## src/logic/zx_mem_pkg.sv

```systemverilog
//==============================
// Memory package
// Bus, SDRAM request, paging types and memory map
//==============================
package zx_mem_pkg;

	localparam int RAM_ADDR_W = 21;            // Physical byte address width

	// One CPU bus cycle, all levels active high
	typedef struct packed {
		logic [15:0] addr;
		logic [7:0]  dout;
		logic        mreq;
		logic        iorq;
		logic        rd;
		logic        wr;
		logic        m1;
	} zx_bus_t;

	typedef struct packed {
		logic                  toggle;         // Inverted once per request
		logic                  we;
		logic [RAM_ADDR_W-1:0] addr;
		logic [7:0]            din;
	} sdram_req_t;

	typedef enum logic [1:0] {
		MODEL_128K  = 2'd0,
		MODEL_48K   = 2'd1,
		MODEL_PLUS3 = 2'd2
	} model_t;

	typedef struct packed {
		logic [7:0] reg_1ffd;
		logic [7:0] reg_7ffd;
	} page_regs_t;

	//==============================
	// Memory map and port decode
	//==============================
	localparam logic [2:0]  ROM_BANK_PREFIX = 3'b101;
	localparam logic        PORT_ULA_ADDR0  = 1'b0;    // ULA answers on even ports
	localparam logic [15:0] PORT_7FFD_ADDR  = 16'h7FFD;
	localparam logic [15:0] PORT_7FFD_MASK  = 16'h8002;
	localparam logic [15:0] PORT_1FFD_ADDR  = 16'h1FFD;
	localparam logic [15:0] PORT_1FFD_MASK  = 16'hF002;
	localparam int          PAGE_LOCK_BIT   = 5;
	localparam logic [2:0]  SCREEN_BANK     = 3'd5;
	localparam logic [2:0]  FIXED_BANK      = 3'd2;

endpackage

```

## src/logic/zx_clock_pkg.sv

```systemverilog
//==============================
// Clock package
// Turbo divider codes and CPU strobe constants
//==============================
package zx_clock_pkg;

	// Ones in the mask set the divider, 2^ones cycles per CPU clock
	typedef enum logic [4:0] {
		TURBO_3M5 = 5'b11111,
		TURBO_7M  = 5'b01111,
		TURBO_14M = 5'b00111,
		TURBO_28M = 5'b00011,
		TURBO_56M = 5'b00001
	} turbo_t;

	localparam int CE_COUNT_W = 6;
	localparam int SETTLE_W   = 2;             // Wait after a speed switch

	// Both bits clear means the CPU outruns the SDRAM
	localparam logic [4:0] FAST_TURBO_MASK = 5'b11000;

endpackage

```

## src/logic/cpu_clock_control.sv

```systemverilog
//==============================
// CPU clock control
// Turbo strobes, speed switching, pause and RAM wait
//==============================
module cpu_clock_control (
	input  logic                 clk_sys,
	input  logic                 reset,
	input  zx_clock_pkg::turbo_t turbo_sel,
	input  logic                 pause_toggle,
	input  logic                 ram_ready,
	output logic                 ce_cpu_p,
	output logic                 ce_cpu_n
);

	logic [zx_clock_pkg::CE_COUNT_W-1:0] counter;
	logic [zx_clock_pkg::CE_COUNT_W-1:0] turbo_ext;
	logic [zx_clock_pkg::CE_COUNT_W-1:0] masked;
	logic [zx_clock_pkg::SETTLE_W-1:0]   settle;
	zx_clock_pkg::turbo_t                turbo;
	logic                                ce_tp;
	logic                                ce_tn;
	logic                                cpu_en;
	logic                                pause;
	logic                                fast;

	assign turbo_ext = zx_clock_pkg::CE_COUNT_W'(turbo);
	assign masked    = counter & turbo_ext;
	assign fast      = (turbo & zx_clock_pkg::FAST_TURBO_MASK) == '0;

	//==============================
	// Strobe generation
	//==============================
	always_ff @(posedge clk_sys) begin
		if (reset) begin
			counter <= '0;
			ce_tp   <= 1'b0;
			ce_tn   <= 1'b0;
		end else begin
			counter <= counter + 1'b1;
			ce_tp   <= masked == '0;
			// Half a period after the positive strobe
			ce_tn   <= (masked ^ turbo_ext ^ (turbo_ext >> 1)) == '0;
		end
	end

	always_ff @(posedge clk_sys) begin
		if (reset)
			pause <= 1'b0;
		else if (pause_toggle)
			pause <= ~pause;
	end

	//==============================
	// Enable gating
	//==============================
	always_ff @(posedge clk_sys) begin
		if (reset) begin
			cpu_en <= 1'b1;
			settle <= '0;
			turbo  <= zx_clock_pkg::TURBO_3M5;
		end else if (ce_tn) begin
			if (settle != '0)
				settle <= settle + 1'b1;       // Runs until it wraps to zero
			if (turbo != turbo_sel) begin
				cpu_en <= 1'b0;
				settle <= zx_clock_pkg::SETTLE_W'(1);
				turbo  <= turbo_sel;
			end else if (!cpu_en && settle == '0 && ram_ready) begin
				cpu_en <= ~pause;
			end else if (fast && !ram_ready) begin
				cpu_en <= 1'b0;                // SDRAM wait at 14M and up
			end else if (cpu_en && pause) begin
				cpu_en <= 1'b0;
			end
		end
	end

	assign ce_cpu_p = cpu_en & ce_tp;
	assign ce_cpu_n = cpu_en & ce_tn;

endmodule

```

## src/logic/io_port_decoder.sv

```systemverilog
//==============================
// I/O port decoder
// Port write detect, paging strobes and ULA output
//==============================
module io_port_decoder (
	input  logic                clk_sys,
	input  logic                reset,
	input  zx_mem_pkg::zx_bus_t bus,
	input  logic                locked,
	input  zx_mem_pkg::model_t  model,
	output logic                page_wr_7ffd,
	output logic                page_wr_1ffd,
	output logic [2:0]          border,
	output logic                ear,
	output logic                mic
);

	logic io_wr;
	logic io_wr_old;
	logic io_wr_rise;
	logic sel_ula;
	logic sel_7ffd;
	logic sel_1ffd;

	assign io_wr      = bus.iorq & bus.wr & ~bus.m1;
	assign io_wr_rise = io_wr & ~io_wr_old;

	assign sel_ula  = bus.addr[0] == zx_mem_pkg::PORT_ULA_ADDR0;
	// +3 also needs A14 for 7FFD, 48K has no paging at all
	assign sel_7ffd = ((bus.addr & zx_mem_pkg::PORT_7FFD_MASK) ==
			(zx_mem_pkg::PORT_7FFD_ADDR & zx_mem_pkg::PORT_7FFD_MASK)) &
			(bus.addr[14] | (model != zx_mem_pkg::MODEL_PLUS3)) &
			(model != zx_mem_pkg::MODEL_48K);
	assign sel_1ffd = ((bus.addr & zx_mem_pkg::PORT_1FFD_MASK) ==
			(zx_mem_pkg::PORT_1FFD_ADDR & zx_mem_pkg::PORT_1FFD_MASK)) &
			(model == zx_mem_pkg::MODEL_PLUS3);

	always_ff @(posedge clk_sys) begin
		if (reset) begin
			io_wr_old    <= 1'b0;
			page_wr_7ffd <= 1'b0;
			page_wr_1ffd <= 1'b0;
			border       <= 3'd0;
			ear          <= 1'b0;
			mic          <= 1'b0;
		end else begin
			io_wr_old    <= io_wr;
			page_wr_7ffd <= io_wr_rise & sel_7ffd & ~locked;     // One cycle only
			page_wr_1ffd <= io_wr_rise & sel_1ffd & ~locked;
			if (io_wr_rise && sel_ula) begin
				border <= bus.dout[2:0];
				ear    <= bus.dout[4];
				mic    <= bus.dout[3];
			end
		end
	end

endmodule

```

## src/logic/memory_pager.sv

```systemverilog
//==============================
// Memory pager
// 7FFD/1FFD registers and CPU to physical address map
//==============================
module memory_pager (
	input  logic                                clk_sys,
	input  logic                                reset,
	input  zx_mem_pkg::zx_bus_t                 bus,
	input  zx_mem_pkg::model_t                  model,
	input  logic                                page_wr_7ffd,
	input  logic                                page_wr_1ffd,
	output logic                                locked,
	output logic [zx_mem_pkg::RAM_ADDR_W-1:0]   ram_addr,
	output logic                                ram_wr_allowed
);

	zx_mem_pkg::model_t     model_q;
	zx_mem_pkg::page_regs_t regs;
	logic                   zx48;
	logic                   plus3;
	logic                   special;
	logic                   rom_area;
	logic                   any_hi;
	logic [3:0]             page_rom;
	logic [2:0]             bank;

	always_ff @(posedge clk_sys) begin
		if (reset)
			model_q <= model;                  // Held for the whole run
	end

	always_ff @(posedge clk_sys) begin
		if (reset) begin
			regs <= '0;
		end else begin
			if (page_wr_7ffd)
				regs.reg_7ffd <= bus.dout;
			if (page_wr_1ffd)
				regs.reg_1ffd <= bus.dout;
		end
	end

	assign zx48     = model_q == zx_mem_pkg::MODEL_48K;
	assign plus3    = model_q == zx_mem_pkg::MODEL_PLUS3;
	assign locked   = regs.reg_7ffd[zx_mem_pkg::PAGE_LOCK_BIT] | zx48;
	assign special  = regs.reg_1ffd[0];
	assign any_hi   = |regs.reg_1ffd[2:1];
	assign rom_area = ~special & (bus.addr[15:14] == 2'b00);

	// +3 has four ROMs, the rest pick 48K or 128K
	assign page_rom = plus3 ? {2'b10, regs.reg_1ffd[2], regs.reg_7ffd[4]}
			: {zx48, 2'b11, zx48 | regs.reg_7ffd[4]};

	//==============================
	// Bank select per 16K window
	//==============================
	always_comb begin
		if (special) begin
			case (bus.addr[15:14])             // All-RAM layouts
				2'b00:   bank = {any_hi, 2'b00};
				2'b01:   bank = {any_hi, &regs.reg_1ffd[2:1], 1'b1};
				2'b10:   bank = {any_hi, 2'b10};
				default: bank = {~regs.reg_1ffd[2] & regs.reg_1ffd[1], 2'b11};
			endcase
		end else begin
			case (bus.addr[15:14])
				2'b01:   bank = zx_mem_pkg::SCREEN_BANK;
				2'b10:   bank = zx_mem_pkg::FIXED_BANK;
				2'b11:   bank = regs.reg_7ffd[2:0];
				default: bank = 3'd0;          // ROM window
			endcase
		end
	end

	assign ram_addr = rom_area ? {zx_mem_pkg::ROM_BANK_PREFIX, page_rom, bus.addr[13:0]}
			: {4'd0, bank, bus.addr[13:0]};

	assign ram_wr_allowed = special | bus.addr[15] | bus.addr[14];

endmodule

```

## src/logic/sdram_port.sv

```systemverilog
//==============================
// SDRAM port
// Toggle requests per memory cycle, read data and ready
//==============================
module sdram_port (
	input  logic                                clk_sys,
	input  logic                                reset,
	input  zx_mem_pkg::zx_bus_t                 bus,
	input  logic [zx_mem_pkg::RAM_ADDR_W-1:0]   ram_addr,
	input  logic                                ram_wr_allowed,
	input  logic                                sdram_ack,
	input  logic [15:0]                         sdram_q,
	output zx_mem_pkg::sdram_req_t              sdram_req,
	output logic [7:0]                          ram_dout,
	output logic                                ram_ready
);

	logic ram_rd;
	logic ram_we;
	logic rd_old;
	logic rd_old2;
	logic we_old;
	logic new_req;

	assign ram_rd = bus.mreq & bus.rd;
	assign ram_we = bus.mreq & bus.wr & ram_wr_allowed;

	// Reads wait one extra cycle for the paging to settle
	assign new_req = (rd_old & ~rd_old2) | (ram_we & ~we_old);

	always_ff @(posedge clk_sys) begin
		if (reset) begin
			rd_old           <= 1'b0;
			rd_old2          <= 1'b0;
			we_old           <= 1'b0;
			sdram_req.toggle <= 1'b0;
		end else begin
			rd_old  <= ram_rd;
			rd_old2 <= rd_old;
			we_old  <= ram_we;
			if (new_req)
				sdram_req.toggle <= ~sdram_req.toggle;
		end
	end

	always_ff @(posedge clk_sys) begin
		if (new_req) begin
			sdram_req.we   <= ram_we;
			sdram_req.addr <= ram_addr;
			sdram_req.din  <= bus.dout;
		end
	end

	assign ram_dout  = sdram_req.addr[0] ? sdram_q[15:8] : sdram_q[7:0];
	assign ram_ready = (sdram_ack == sdram_req.toggle) & ~new_req;

endmodule

```

## src/logic/zx_memory_core.sv

```systemverilog
//==============================
// Memory and clocking core
//==============================
module zx_memory_core (
	input  logic                   clk_sys,
	input  logic                   reset,
	input  zx_mem_pkg::zx_bus_t    bus,
	input  zx_mem_pkg::model_t     model,
	input  zx_clock_pkg::turbo_t   turbo_sel,
	input  logic                   pause_toggle,
	input  logic                   sdram_ack,
	input  logic [15:0]            sdram_q,
	output zx_mem_pkg::sdram_req_t sdram_req,
	output logic [7:0]             ram_dout,
	output logic                   ram_ready,
	output logic                   ce_cpu_p,
	output logic                   ce_cpu_n,
	output logic [2:0]             border,
	output logic                   ear,
	output logic                   mic
);

	logic                              page_wr_7ffd;
	logic                              page_wr_1ffd;
	logic                              locked;
	logic [zx_mem_pkg::RAM_ADDR_W-1:0] ram_addr;
	logic                              ram_wr_allowed;

	cpu_clock_control cpu_clock_control_inst (
		.clk_sys      (clk_sys),
		.reset        (reset),
		.turbo_sel    (turbo_sel),
		.pause_toggle (pause_toggle),
		.ram_ready    (ram_ready),
		.ce_cpu_p     (ce_cpu_p),
		.ce_cpu_n     (ce_cpu_n)
	);

	io_port_decoder io_port_decoder_inst (
		.clk_sys      (clk_sys),
		.reset        (reset),
		.bus          (bus),
		.locked       (locked),
		.model        (model),
		.page_wr_7ffd (page_wr_7ffd),
		.page_wr_1ffd (page_wr_1ffd),
		.border       (border),
		.ear          (ear),
		.mic          (mic)
	);

	memory_pager memory_pager_inst (
		.clk_sys        (clk_sys),
		.reset          (reset),
		.bus            (bus),
		.model          (model),
		.page_wr_7ffd   (page_wr_7ffd),
		.page_wr_1ffd   (page_wr_1ffd),
		.locked         (locked),
		.ram_addr       (ram_addr),
		.ram_wr_allowed (ram_wr_allowed)
	);

	sdram_port sdram_port_inst (
		.clk_sys        (clk_sys),
		.reset          (reset),
		.bus            (bus),
		.ram_addr       (ram_addr),
		.ram_wr_allowed (ram_wr_allowed),
		.sdram_ack      (sdram_ack),
		.sdram_q        (sdram_q),
		.sdram_req      (sdram_req),
		.ram_dout       (ram_dout),
		.ram_ready      (ram_ready)
	);

endmodule

```

## config.mk

```make
export PLATFORM = sky130hd
export DESIGN_NAME = zx_memory_core
export DESIGN_NICKNAME = d
export VERILOG_FILES = /design/src/logic/zx_mem_pkg.sv /design/src/logic/zx_clock_pkg.sv /design/src/logic/cpu_clock_control.sv /design/src/logic/io_port_decoder.sv /design/src/logic/memory_pager.sv /design/src/logic/sdram_port.sv /design/src/logic/zx_memory_core.sv
export SDC_FILE = /design/constraint.sdc
export NUM_CORES = 1
export LEC_CHECK = 0
export BUFFER_PORTS_ARGS = -buffer_cell sky130_fd_sc_hd__buf_2
export CAP_MARGIN = 5
export CORE_MARGIN = 2
export CORE_UTILIZATION = 52
export DETAILED_ROUTE_END_ITERATION = 16
export PLACE_DENSITY = 0.84
export SETUP_SLACK_MARGIN = 0.05
export SLEW_MARGIN = 10
export SYNTH_ARGS = -nofsm -noshare
export SYNTH_HDL_FRONTEND = slang
export SYNTH_SLANG_ARGS = --single-unit
```

## constraint.sdc

```tcl
create_clock -name clk_sys -period 4.38 [get_ports clk_sys]
set_clock_uncertainty 0.15 [all_clocks]
set_input_delay 0.657 -clock clk_sys [delete_from_list [all_inputs] [get_ports clk_sys]]
set_output_delay 0.657 -clock clk_sys [all_outputs]
set_load 0.005 [all_outputs]
```

* Word-level counts from Yosys, hierarchy flattened
Cells that the tools add are included.
** Storage, ports and cells
- Logic and storage cells :: 110
- Flip-flop bits (word level) :: 70
- Input port bits :: 56
- Output and inout port bits :: 47
** Operators by class
- Reductions and logical operators :: 21
- Add/subtract/negate cells :: 2
- Equality and inequality tests :: 11
- Multiplexer cells :: 12
- Bitwise operators :: 40
** Operators with widths (count)
- 21-bit 2-to-1 mux :: 1
- 1-bit AND :: 20
- 3-bit case mux with 3 select lines :: 2
- 16-bit logical NOT :: 1
- 6-bit logical NOT :: 2
- 1-bit inverter :: 11
- 2-bit == test, second input constant :: 4
- 8-bit 2-to-1 mux :: 1
- 2-bit AND reduction :: 4
- 6-bit by 1-bit adder with 6-bit output, second input constant :: 1
- 6-bit by 5-bit AND with 6-bit output :: 1
- 1-bit OR :: 6
- 6-bit by 4-bit bitwise XOR with 6-bit output :: 1
- 6-bit by 5-bit bitwise XOR with 6-bit output :: 1
- 5-bit by 2-bit == test with 1-bit output, second input constant :: 1
- 1-bit logical AND :: 5
- 5-bit logical NOT :: 1
- 5-bit inequality test :: 1
- 2-bit by 1-bit == test with 1-bit output, second input constant :: 2
- 2-bit logical NOT :: 2
- 1-bit 2-to-1 mux :: 4
- 2-bit 2-to-1 mux :: 2
- 4-bit 2-to-1 mux :: 1
- 2-bit nonzero test :: 2
- 8 further kinds :: 9

* Logic depth before layout (Yosys ltp)
- Word-level depth :: 12
- Gate-level depth with buffers :: 6
- Depth with buffers taken out :: 6

* Cells and area by module
Synthesis repeated with hierarchy kept, for this count alone.
** Unflattened totals
- Cells, all modules :: 242
- Area, all modules :: 2907.8 sq um
** Modules (own cells, without submodules)
- sdram_port :: cells an instance 56, times used 1, area an instance 1166.1 sq um
- cpu_clock_control :: cells an instance 82, times used 1, area an instance 759.5 sq um
- memory_pager :: cells an instance 70, times used 1, area an instance 619.3 sq um
- io_port_decoder :: cells an instance 34, times used 1, area an instance 362.8 sq um

* Worst setup path after synthesis
No wires, ideal clock.
- Kind :: input -> output
- Start :: in bus[28] (netlist bit)
- End :: out ram_ready
- Required time :: 3573 ps
- Arrival time :: 2595 ps
- Stages on the path :: 4
- Setup slack :: 978 ps
- Cell sequence :: buf_6 o311ai_4 o22ai_1 nor2_1
** Between the ends
- Word-level cells in the longest chain between the ends :: 7
** Ends and longest elaborated chain
- start, declared :: line zx_memory_core.sv:7 : input zx_mem_pkg::zx_bus_t bus,
- 1-bit OR (2 in series) :: line memory_pager.sv:78 : assign ram_wr_allowed = special | bus.addr[15] | bus.addr[14];
- 1-bit AND :: line sdram_port.sv:26 : assign ram_we = bus.mreq & bus.wr & ram_wr_allowed;
- 1-bit AND :: line sdram_port.sv:29 : assign new_req = (rd_old & ~rd_old2) | (ram_we & ~we_old);
- 1-bit OR :: line sdram_port.sv:29
- via sdram_port_inst.new_req :: line sdram_port.sv:23 : logic new_req;
- 1-bit inverter :: line sdram_port.sv:55 : assign ram_ready = (sdram_ack == sdram_req.toggle) & ~new_req;
- 1-bit AND :: line sdram_port.sv:55
- end, declared :: line zx_memory_core.sv:15 : output logic ram_ready,
The timed path passes the listed nets, and every way through them passes these cells.

* Final worst setup path
Same ends and word-level chain as after synthesis.

==> run_results.csv <==
group,metric,value,unit
sta,slew_violations,0,
yosys,synthArstFlopShare,0,%
sta,fin_crit_sh,54.2,%
cells_and_area,fillers,419,
clock_tree,clkSlewWorstSetupHoldPaths,0.07,ns
yosys,yosysWarnings,0,
grt,first_global_vias,1953,
clock_tree,h-tree-depth,3,
yosys,synth_fp_nets,287,
sta,fin_ws,2.00,ns
cells_and_area,fin_area,3430,µm²
floorplanning,start_util,53.3,%
setup_path,crit_top_cell,"buf_2",
cells_and_area,seqCellArea,1620,µm²
cells_and_area,final_common_cell,"buf_2",
setup_path,max_stage_delay,0.34,ns
cells_and_area,nNetsFinal,386,
yosys,syn_area,2700,µm²
setup_path,crit_path_end_kind,"primary output",
cells_and_area,num_antenna_cells,0,
setup_path,crit_chain,"buf_2 > o311ai_4 > o22ai_2 > nor2_1 > buf_2",
cells_and_area,layout_common_cells,"101 x buf_2, 36 x dfxtp_1, 30 x edfxtp_1",
grt,gr-total-overflow,0,
setup_path,slowest_stage,"o311ai_4",
setup_path,cp.required,3.57,ns
floorplanning,die_h,76.1,µm
cells_and_area,utilization,67.6,%
clock_tree,cts_tree,"yes",
yosys,avgSynthCellArea,11.9,µm²
yosys,ys.flop_type,"dfxtp_1",
power,vdd_drop_max,245,µV
drt,antenna_left,0,
yosys,synthCells,227,
clock_tree,cts_buffers,9,
cells_and_area,multiInputGateArea,971,µm²
yosys,yosysSeqAreaShare,60.0,%
power,power_density,377,nW/µm²
drt,vias,2013,
placement,dp_hpwl,4.08,mm
sta,max_slew_margin,60.4,%
grt,grt_usage,19.9,%
floorplanning,die-area,5790,µm²
grt,grt_pass1_wl,9.02,mm
drt,drc,0,
setup_path,crit_type,"in -> out",
setup_path,start_kind,"primary input",
floorplanning,rows,26,
yosys,synth.top_cell.area_share,33.3,%
drt,drt_iter0_drc,66,
power,total_power,1.29,mW
clock_tree,cts_resized,0,
drt,first_pass_iters,4,
placement,place_congestion,0.850,
sta,hold_viol_final,0,
sta,fmax,0.421,GHz
run_status,outcome,"completed",
yosys,ys_ff_latch,66,
sta,fin_setup_tns,0,ns
power,power.leakage,1.42,nW
cells_and_area,final_layout_size_suffix_gt1_share,40.2,%
sta,grt_setup_unrepaired,"false",
sta,setup_viol,0,
drt,drt-wirelength-per-cell,13.9,µm
clock_tree,cts_setup_buffers,0,
placement,dp_slack,2.02,ns
clock_tree,clkLatencyLatePin,0.34,ns
yosys,synth_edf_count,30,
sta,fin_crit,2.38,ns
floorplanning,ios,103,
clock_tree,postCtsHoldBufs,0,
clock_tree,clockBufferDepth,2,
clock_tree,cts_root_buf,"clkbuf_8",
setup_path,worstPathArrival,1.57,ns
floorplanning,die_w,76.1,µm
placement,placed_cell_area,3240,µm²
clock_tree,cts.sinks,66,
drt,wirelength,5.57,mm
grt,grt_max_degree,33,
drt,vias_per_cell,5.02,
yosys,yosysTopAreaCell,"edfxtp_1",
min_path,holdCritPathClass,"reg -> reg",
setup_path,crit_fanout,9,
sta,tightest_slew,0.595,ns
floorplanning,core_area,5070,µm²
cells_and_area,syn_to_final_growth,27.0,%
yosys,synth.distinct_cells,46,
placement,io_buffers,101,
grt,antenna_found_initial,0,
yosys,yosys-top-cells-area,"edfxtp_1 33%, dfxtp_1 27%, mux2i_1 6.7%",
job,maxCapViolCount,0,
Yosys cell counts, drive strengths merged (2+ instances only):
cell type and number:
o21ai 3, inv 12, clkbuf 5, nor3b 2
a211oi 2, o311ai 2, buf 9, nand2 10
nor2 27, nor4 3, xnor2 9, edfxtp 30
mux2 8, nor2b 3, dfxtp 36, and3 2
a31oi 2, ha 4, a21oi 9, mux2i 18
and2 2, xor2 2, nor3 5, nand3 4
a221oi 2, nand3b 3
power by group:
group	internal [mW]	switching, mW	leakage (nW)
clock	0.261	0.231	0.0990
combinational	0.0595	0.0578	0.744
sequential	0.672	0.0128	0.578
total	0.993	0.302	1.42
cell type report:
class,instances,share of cell area (%)
clock inverter,7,2.04
multi-input combinational,135,28.3
clock buffer,9,3.61
tap,70,2.55
sequential,66,47.2
timing repair buffer,102,14.9
inverter,12,1.31
worst max-delay path, delay by kind of cell:
kind,cells,cell delay [ns]
AND/OR/NAND/NOR,1,0.14
buffers and inverters,2,0.29
AO/OA/AOI/OAI,2,0.48
routing by layer:
metal	vias up	track usage [%]	part of all wire (%)
li1	998	-	-
met1	913	23.4	43
met2	88	32.9	48
met3	14	7.11	7.4
met4	0	9.27	2.1
met5	-	0	0
cells by family (layout without fill, tap and decap cells):
| family | Yosys count | in the layout | share of synthesized area [%] |
|---|---|---|---|
| xor gates and xnor gates | 11 | 11 | 3.57 |
| AOI/OAI and AO/OA | 29 | 29 | 7.92 |
| and+or+nand+nor | 64 | 64 | 12.2 |
| muxes | 26 | 26 | 10.0 |
| DFF | 66 | 66 | 60.0 |
| buffers and inverters | 26 | 130 | 4.31 |
| other | 1 | 1 | 0.139 |
| adders and majority gates | 4 | 4 | 1.85 |
per-stage QoR:
stage	std cells	hold WS, ns
finish	401	0.327
global route	401	0.325
CTS	401	0.323
detailed placement	385	0.317
global placement	385	0.303
floorplan	227	0.266
path summary, 6_finish.rpt:
path / from / to / slack, ns / cells past startpoint
setup / recovery: bus[28] / ram_ready / 2.00 / 5
setup reg to reg: memory_pager_inst.regs[8]$_SDFFE_PP0P_ / cpu_clock_control_inst.cpu_en$_SDFFE_PP1P_ / 2.51 / 5
hold / removal: sdram_port_inst.rd_old$_SDFF_PP0_ / sdram_port_inst.rd_old2$_SDFF_PP0_ / 0.33 / 2
hold reg to reg: sdram_port_inst.rd_old$_SDFF_PP0_ / sdram_port_inst.rd_old2$_SDFF_PP0_ / 0.33 / 2
registers in the layout (all words and copies together), names as in the netlist, 2 cells and up:
| register | count |
|---|---|
| cpu_clock_control_inst.counter | 5 |
| cpu_clock_control_inst.settle | 2 |
| cpu_clock_control_inst.turbo | 5 |
| io_port_decoder_inst.border | 3 |
| memory_pager_inst.model_q | 2 |
| memory_pager_inst.regs | 8 |
| sdram_port_inst.sdram_req | 29 |
Note: power is estimated with default switching activity, not from simulation.
